File: config.mk
export PLATFORM = sky130hd
export DESIGN_NAME = acpo_top
export DESIGN_NICKNAME = d
export VERILOG_FILES = /design/src/verilog/acpo_pkg.sv /design/src/verilog/acpo_top.sv /design/src/verilog/act_lane.sv /design/src/verilog/pool_lane.sv
export VERILOG_INCLUDE_DIRS = /design/src /design/src/verilog
export SDC_FILE = /design/constraint.sdc
export NUM_CORES = 1
export LEC_CHECK = 0
export BUFFER_PORTS_ARGS = -buffer_cell sky130_fd_sc_hd__buf_2
export CAP_MARGIN = 10
export CORE_MARGIN = 3
export CORE_UTILIZATION = 45
export CTS_BUF_LIST = sky130_fd_sc_hd__clkbuf_4 sky130_fd_sc_hd__clkbuf_8 sky130_fd_sc_hd__clkbuf_16
export DETAILED_ROUTE_END_ITERATION = 10
export GPL_TIMING_DRIVEN = 0
export HOLD_SLACK_MARGIN = 0.03
export PLACE_DENSITY = 0.73
export SYNTH_ARGS = -nofsm -noshare
export SYNTH_HDL_FRONTEND = slang
export SYNTH_SLANG_ARGS = --single-unit
File: constraint.sdc
create_clock -name clk -period 3.3 [get_ports clk]
set_input_delay 0.66 -clock clk [delete_from_list [all_inputs] [get_ports clk]]
set_output_delay 0.66 -clock clk [all_outputs]
set_load 0.01 [all_outputs]
File: src/verilog/acpo_cfg.svh
/* sizing constants for the activation and pooling stage.
   include before the package and any module that sizes ports or counters. */

`ifndef ACPO_CFG_SVH
`define ACPO_CFG_SVH

// lane counts.
`define ACPO_ACC_NUM     16 // convolution accumulator lanes.

// datapath widths.
`define ACPO_DATA_WIDTH  8  // signed accumulator and activation data.
`define ACPO_ADDR_WIDTH  10 // feature map address carried with each conv beat.

// pooling window.
// the upstream sends each 2x2 window as consecutive beats in flattened order,
// so the window is simply a run of beats on one lane.
`define ACPO_POOL_WIN    4  // valid beats that make one full window.
`define ACPO_POOL_SHIFT  2  // log2 of the window, used to scale the address.

`endif

File: src/verilog/acpo_pkg.sv
/* beat formats shared by the activation lanes, the pooling lanes and the top level.
   modules reference the types by scoped name. */

`default_nettype none

`include "acpo_cfg.svh"

package acpo_pkg;

    // signed data word as produced by the accumulators.
    typedef logic signed [`ACPO_DATA_WIDTH-1:0] data_t;

    // feature map address of a convolution beat.
    typedef logic [`ACPO_ADDR_WIDTH-1:0] addr_t;

    // one beat on a convolution lane.
    typedef struct packed {
        logic  valid; // beat carries data this cycle.
        logic  last;  // final beat of the feature map.
        data_t data;
        addr_t addr;
    } lane_beat_t;

    // one beat on the fully connected lane, which has no address.
    typedef struct packed {
        logic  valid;
        logic  last;
        data_t data;
    } fc_beat_t;

endpackage

`default_nettype wire

File: src/verilog/acpo_top.sv
/* post accumulation stage with relu on all seventeen lanes and max pooling on the conv lanes.
   the fully connected lane leaves after activation without pooling. */

`default_nettype none

`include "acpo_cfg.svh"

module acpo_top (
    input  logic                 clk,
    input  logic                 reset_i,

    input  acpo_pkg::lane_beat_t conv_acc_i [`ACPO_ACC_NUM], // one beat per conv accumulator.
    input  acpo_pkg::fc_beat_t   fc_acc_i,

    output acpo_pkg::fc_beat_t   fc_act_o,                   // activated fc result.
    output acpo_pkg::lane_beat_t pool_o     [`ACPO_ACC_NUM]  // pooled conv results.
);

    // activated conv beats between the relu stage and the pooling stage.
    acpo_pkg::lane_beat_t conv_act [`ACPO_ACC_NUM];

    // each conv lane is a relu register followed by its own pooling lane.
    // lanes share nothing, so they pool independently.
    for (genvar k = 0; k < `ACPO_ACC_NUM; k++) begin : g_conv

        act_lane #(
            .beat_t  (acpo_pkg::lane_beat_t)
        ) u_act (
            .clk     (clk),
            .reset_i (reset_i),
            .beat_i  (conv_acc_i[k]),
            .beat_o  (conv_act[k])
        );

        pool_lane u_pool (
            .clk     (clk),
            .reset_i (reset_i),
            .beat_i  (conv_act[k]),
            .beat_o  (pool_o[k])
        );

    end

    // the fc lane is split off here and has one cycle of latency in total.
    act_lane #(
        .beat_t  (acpo_pkg::fc_beat_t)
    ) u_fc_act (
        .clk     (clk),
        .reset_i (reset_i),
        .beat_i  (fc_acc_i),
        .beat_o  (fc_act_o)
    );

endmodule

`default_nettype wire

File: src/verilog/act_lane.sv
/* registered relu for one lane, generic over the beat format.
   used for the sixteen convolution lanes and for the fully connected lane. */

`default_nettype none

module act_lane #(
    parameter type beat_t = acpo_pkg::lane_beat_t
) (
    input  logic  clk,
    input  logic  reset_i,
    input  beat_t beat_i,
    output beat_t beat_o
);

    beat_t beat_q;
    logic  is_neg;

    assign is_neg = beat_i.data < 0; // data field is signed in every beat format.

    // every field is copied straight through the register.
    // only data is touched, and only when it is negative.
    always_ff @(posedge clk) begin
        beat_q <= beat_i;
        if (is_neg) begin
            beat_q.data <= '0;
        end
        if (reset_i) begin
            beat_q.valid <= 1'b0;
            beat_q.last  <= 1'b0;
        end
    end

    assign beat_o = beat_q;

    // a valid output never carries a negative value.
    relu_nonneg_a: assert property (
        @(posedge clk) disable iff (reset_i)
        beat_o.valid |-> (beat_o.data >= 0)
    );

endmodule

`default_nettype wire

File: src/verilog/pool_lane.sv
/* max pooling over runs of consecutive activated beats on one convolution lane.
   a window closes on its fourth valid beat or on a last beat, whichever comes first. */

`default_nettype none

`include "acpo_cfg.svh"

module pool_lane (
    input  logic                 clk,
    input  logic                 reset_i,
    input  acpo_pkg::lane_beat_t beat_i,
    output acpo_pkg::lane_beat_t beat_o
);

    logic [`ACPO_POOL_SHIFT:0] cnt_q;   // valid beats already folded into the open window.
    acpo_pkg::data_t           max_q;   // running maximum of the open window.
    acpo_pkg::data_t           win_max; // maximum including the current beat.
    logic                      closing;

    logic                      valid_q;
    logic                      last_q;
    acpo_pkg::data_t           data_q;
    acpo_pkg::addr_t           addr_q;

    // the window ends on its final slot or early on the end of the feature map.
    assign closing = beat_i.valid && (beat_i.last || (cnt_q == (`ACPO_POOL_WIN - 1)));

    // the first beat of a window always loads, so a stale maximum never leaks in.
    assign win_max = ((cnt_q == '0) || (beat_i.data > max_q)) ? beat_i.data : max_q;

    always_ff @(posedge clk) begin
        if (reset_i) begin
            cnt_q   <= '0;
            max_q   <= '0;
            valid_q <= 1'b0;
            last_q  <= 1'b0;
        end else begin
            valid_q <= closing;
            last_q  <= closing && beat_i.last;
            if (beat_i.valid) begin
                max_q <= win_max; // ignored after a close since the count restarts.
                if (closing) begin
                    cnt_q <= '0;
                end else begin
                    cnt_q <= cnt_q + 1'b1;
                end
            end
        end
    end

    // pooled result and its address are only loaded when a window closes.
    always_ff @(posedge clk) begin
        if (closing) begin
            data_q <= win_max;
            addr_q <= beat_i.addr >> `ACPO_POOL_SHIFT; // one address per window.
        end
    end

    assign beat_o = '{valid: valid_q, last: last_q, data: data_q, addr: addr_q};

    // the activation lane must never raise last on an idle cycle.
    last_has_valid_a: assert property (
        @(posedge clk) disable iff (reset_i)
        beat_i.last |-> beat_i.valid
    );

    // the window count stays within one pooling window.
    cnt_in_range_a: assert property (
        @(posedge clk) disable iff (reset_i)
        cnt_q <= `ACPO_POOL_WIN
    );

endmodule

`default_nettype wire
==> results.py <==
metrics = {
    "grt": {
        "antenna_found_initial": 13,
        "grt_use_total": 0.2017,
        "grt_max_degree": 18,
        "overflow": 0,
        "grt_pass1_vias": 19462,
        "grt_pass1_wl_um": 109300,
    },
    "setup_path": {
        "start_kind": "input port",
        "cp-startpoint": "reset_i",
        "crit_type": "in -> reg",
        "crit_arrival_ps": 2940,
        "cp_max_fo": 11,
        "cp.required_ps": 3750,
        "end_kind": "register",
        "reg2reg_from": "g_conv[7].u_pool.max_q[7]$_SDFFE_PP0P_",
    },
    "cts": {
        "root_buffer": "clkbuf_16",
        "cts_hold_buffers": 0,
        "cts_sinks": 762,
        "clk-insertion-delay-late_ps": 610,
        "cts_buffers": 79,
        "clockBufferDepth": 3,
        "post_cts_resized": 0,
        "htree_levels": 3,
        "tritoncts": "yes",
        "cts_post_setup_buffers_inserted": 0,
        "clkSlewWorstSetupHoldPaths_ps": 60,
    },
    "routing": {
        "viasPerCell": 4.741,
        "postRouteAntennaNets": 0,
        "wirelength_um": 71050,
        "drt_first_pass_iters": 4,
        "vias": 19313,
        "first_iter_violations": 960,
        "wl_per_cell_um": 17.44,
        "route.detailed.drc": 0,
    },
    "yosys": {
        "synth-main-ff-cell": "dfxtp_1",
        "yosysTopAreaCell": "dfxtp_1",
        "ys_seq_elements": 762,
        "seq_area_frac_synth": 0.6006,
        "synth_enable_flop_cells": 256,
        "synthesis.area_um2": 29660,
        "async_reset_ff_frac": 0,
        "yosysUniqueCellTypes": 54,
        "syn_inst": 2419,
        "ys_warn_count": 0,
        "synth_top_area_frac": 0.3415,
        "synth_area_leaders": "dfxtp_1, edfxtp_1, ha_1",
        "avgSynthCellArea_um2": 12.26,
        "synth_most_common_cell": "dfxtp_1",
        "synthTopCellsByCount": "dfxtp_1, edfxtp_1, nand2b_1",
    },
    "die": {
        "dieArea_um2": 69030,
        "io_pins": 662,
        "dieHeight_um": 262.7,
        "die_x_um": 262.7,
        "num_rows": 93,
        "start_util": 0.4577,
        "core_um2": 64810,
    },
    "sta": {
        "slew_viol_final": 0,
        "min_period_ps": 2489,
        "slew-limit-headroom": 0.1968,
        "fin_hold_ws_ps": 146.8,
        "setup_viol": 0,
        "hold_viol": 0,
        "tns_ps": 0,
        "min_period_over_period": 0.7543,
        "grt_setup_unrepaired": "no",
        "max_clock_freq_ghz": 0.4018,
        "worst_pin_slew_ps": 1205,
        "skew_ps": 18.62,
    },
    "pwr": {
        "p_leak_nw": 15.36,
        "powerDensity_nw_per_um2": 579.0,
        "p_total_mw": 21.31,
        "ir_drop_mv": 0.5504,
    },
    "finish": {
        "multiInputGateArea_um2": 10490,
        "drive_gt1_frac": 0.3065,
        "seqCellArea_um2": 17820,
        "fill_cells": 5387,
        "areaGrowthSynthToFinish_pct": 24.10,
        "nets": 3659,
    },
    "hold_path": {
        "min_from": "conv_acc_i[286]",
        "hold_path_class": "in -> reg",
    },
    "placed_design": {
        "place.gp.congestion": 0.8239,
        "detailed_place_hpwl_um": 52840,
        "port_buffers": 596,
    },
    "outcome": {
        "status": "completed",
    },
    "run": {
        "maxCapViolCount": 0,
    },
}
==> per-stage QoR <==
step,area (um^2),utilization,setup WS [ps],std cells
floorplan,29840,-,1101,2467
global placement,33900,0.5230,-520.4,3918
detailed placement,33990,0.5245,2.363,3924
CTS,36790,0.5677,658.5,4068
global route,36800,0.5678,648.5,4070
finish,36810,0.5680,810.9,4074
==> report_power, final <==
group / leakage (nW) / switching (mW) / total, mW / internal (mW)
logic: 7.44 / 0.876 / 1.65 / 0.777
registers: 6.53 / 0.197 / 10.3 / 10.1
clock network: 1.39 / 3.67 / 9.40 / 5.73
total: 15.4 / 4.74 / 21.3 / 16.6
==> worst max-delay path, cell delays in order <==
cell and delay (ps):
clkbuf_2 550, buf_1 820, buf_1 770, nor2_1 110
==> final cells by class <==
type | instances | share of cell area
inverter | 224 | 0.02284
tap | 855 | 0.02906
timing repair buffer | 603 | 0.08341
sequential | 762 | 0.4840
clock buffer | 107 | 0.06291
multi-input combinational | 1360 | 0.2848
clock inverter | 37 | 0.01315
buffer | 121 | 0.01948
antenna | 5 | 0.0003399
==> state kept, by name, indices dropped and copies added (netlist names) <==
register	flops
g_conv.u_pool.max_q	128
u_fc_act.beat_o	10
g_conv.u_act.beat_o	288
g_conv.u_pool.cnt_q	48
g_conv.u_pool.last_q	16
g_conv.u_pool.data_q	128
g_conv.u_pool.addr_q	128
g_conv.u_pool.valid_q	16
==> per-layer routing <==
| metal | global-route usage | wire, um | vias up |
|---|---|---|---|
| met5 | 0 | 73 | - |
| met1 | 0.2436 | 29390 | 9047 |
| li1 | - | - | 9601 |
| met2 | 0.3512 | 34780 | 522 |
| met4 | 0.06383 | 2011 | 12 |
| met3 | 0.05365 | 4797 | 131 |
==> logic make-up (layout without fill, tap and decap cells) <==
logic type                 Yosys count  after routing  share of synthesized area
DFF                                762            762                     0.6006
xor gates and xnor gates             5              5                   0.001476
buffers and inverters              345           1092                    0.05247
adders and majority gates          176            176                    0.07424
muxes                              241            241                    0.08638
AOI/OAI and AO/OA                  215            215                    0.05192
and+or+nand+nor                    674            674                     0.1327
other                                1             54                  0.0001264
==> cells in the final DEF, fill, tap and decap left out, types with 13 or more instances in the layout <==
cell,count
nor4_1,13
o41ai_1,14
mux2i_1,121
a21oi_1,76
clkbuf_16,81
buf_2,604
o21ai_0,43
nand4_1,22
buf_4,68
dfxtp_1,506
nor2b_1,176
conb_1,49
inv_1,224
ha_1,176
mux2_2,117
nand3_1,23
edfxtp_1,256
nor3_1,22
and2_1,16
nand2b_1,244
clkbuf_1,40
nor2_1,72
nand2_1,35
clkbuf_8,15
==> worst paths after layout <==
check	to	slack, ps	cells past startpoint
max	g_conv[14].u_pool.cnt_q[2]$_SDFFE_PP0P_	810	4
min	g_conv[1].u_act.beat_o[6]$_DFF_P_	150	1
max reg2reg	g_conv[7].u_pool.data_q[3]$_DFFE_PP_	880	7
min reg2reg	g_conv[7].u_pool.addr_q[4]$_DFFE_PP_	390	0
Note: power is estimated with default switching activity, not from simulation.
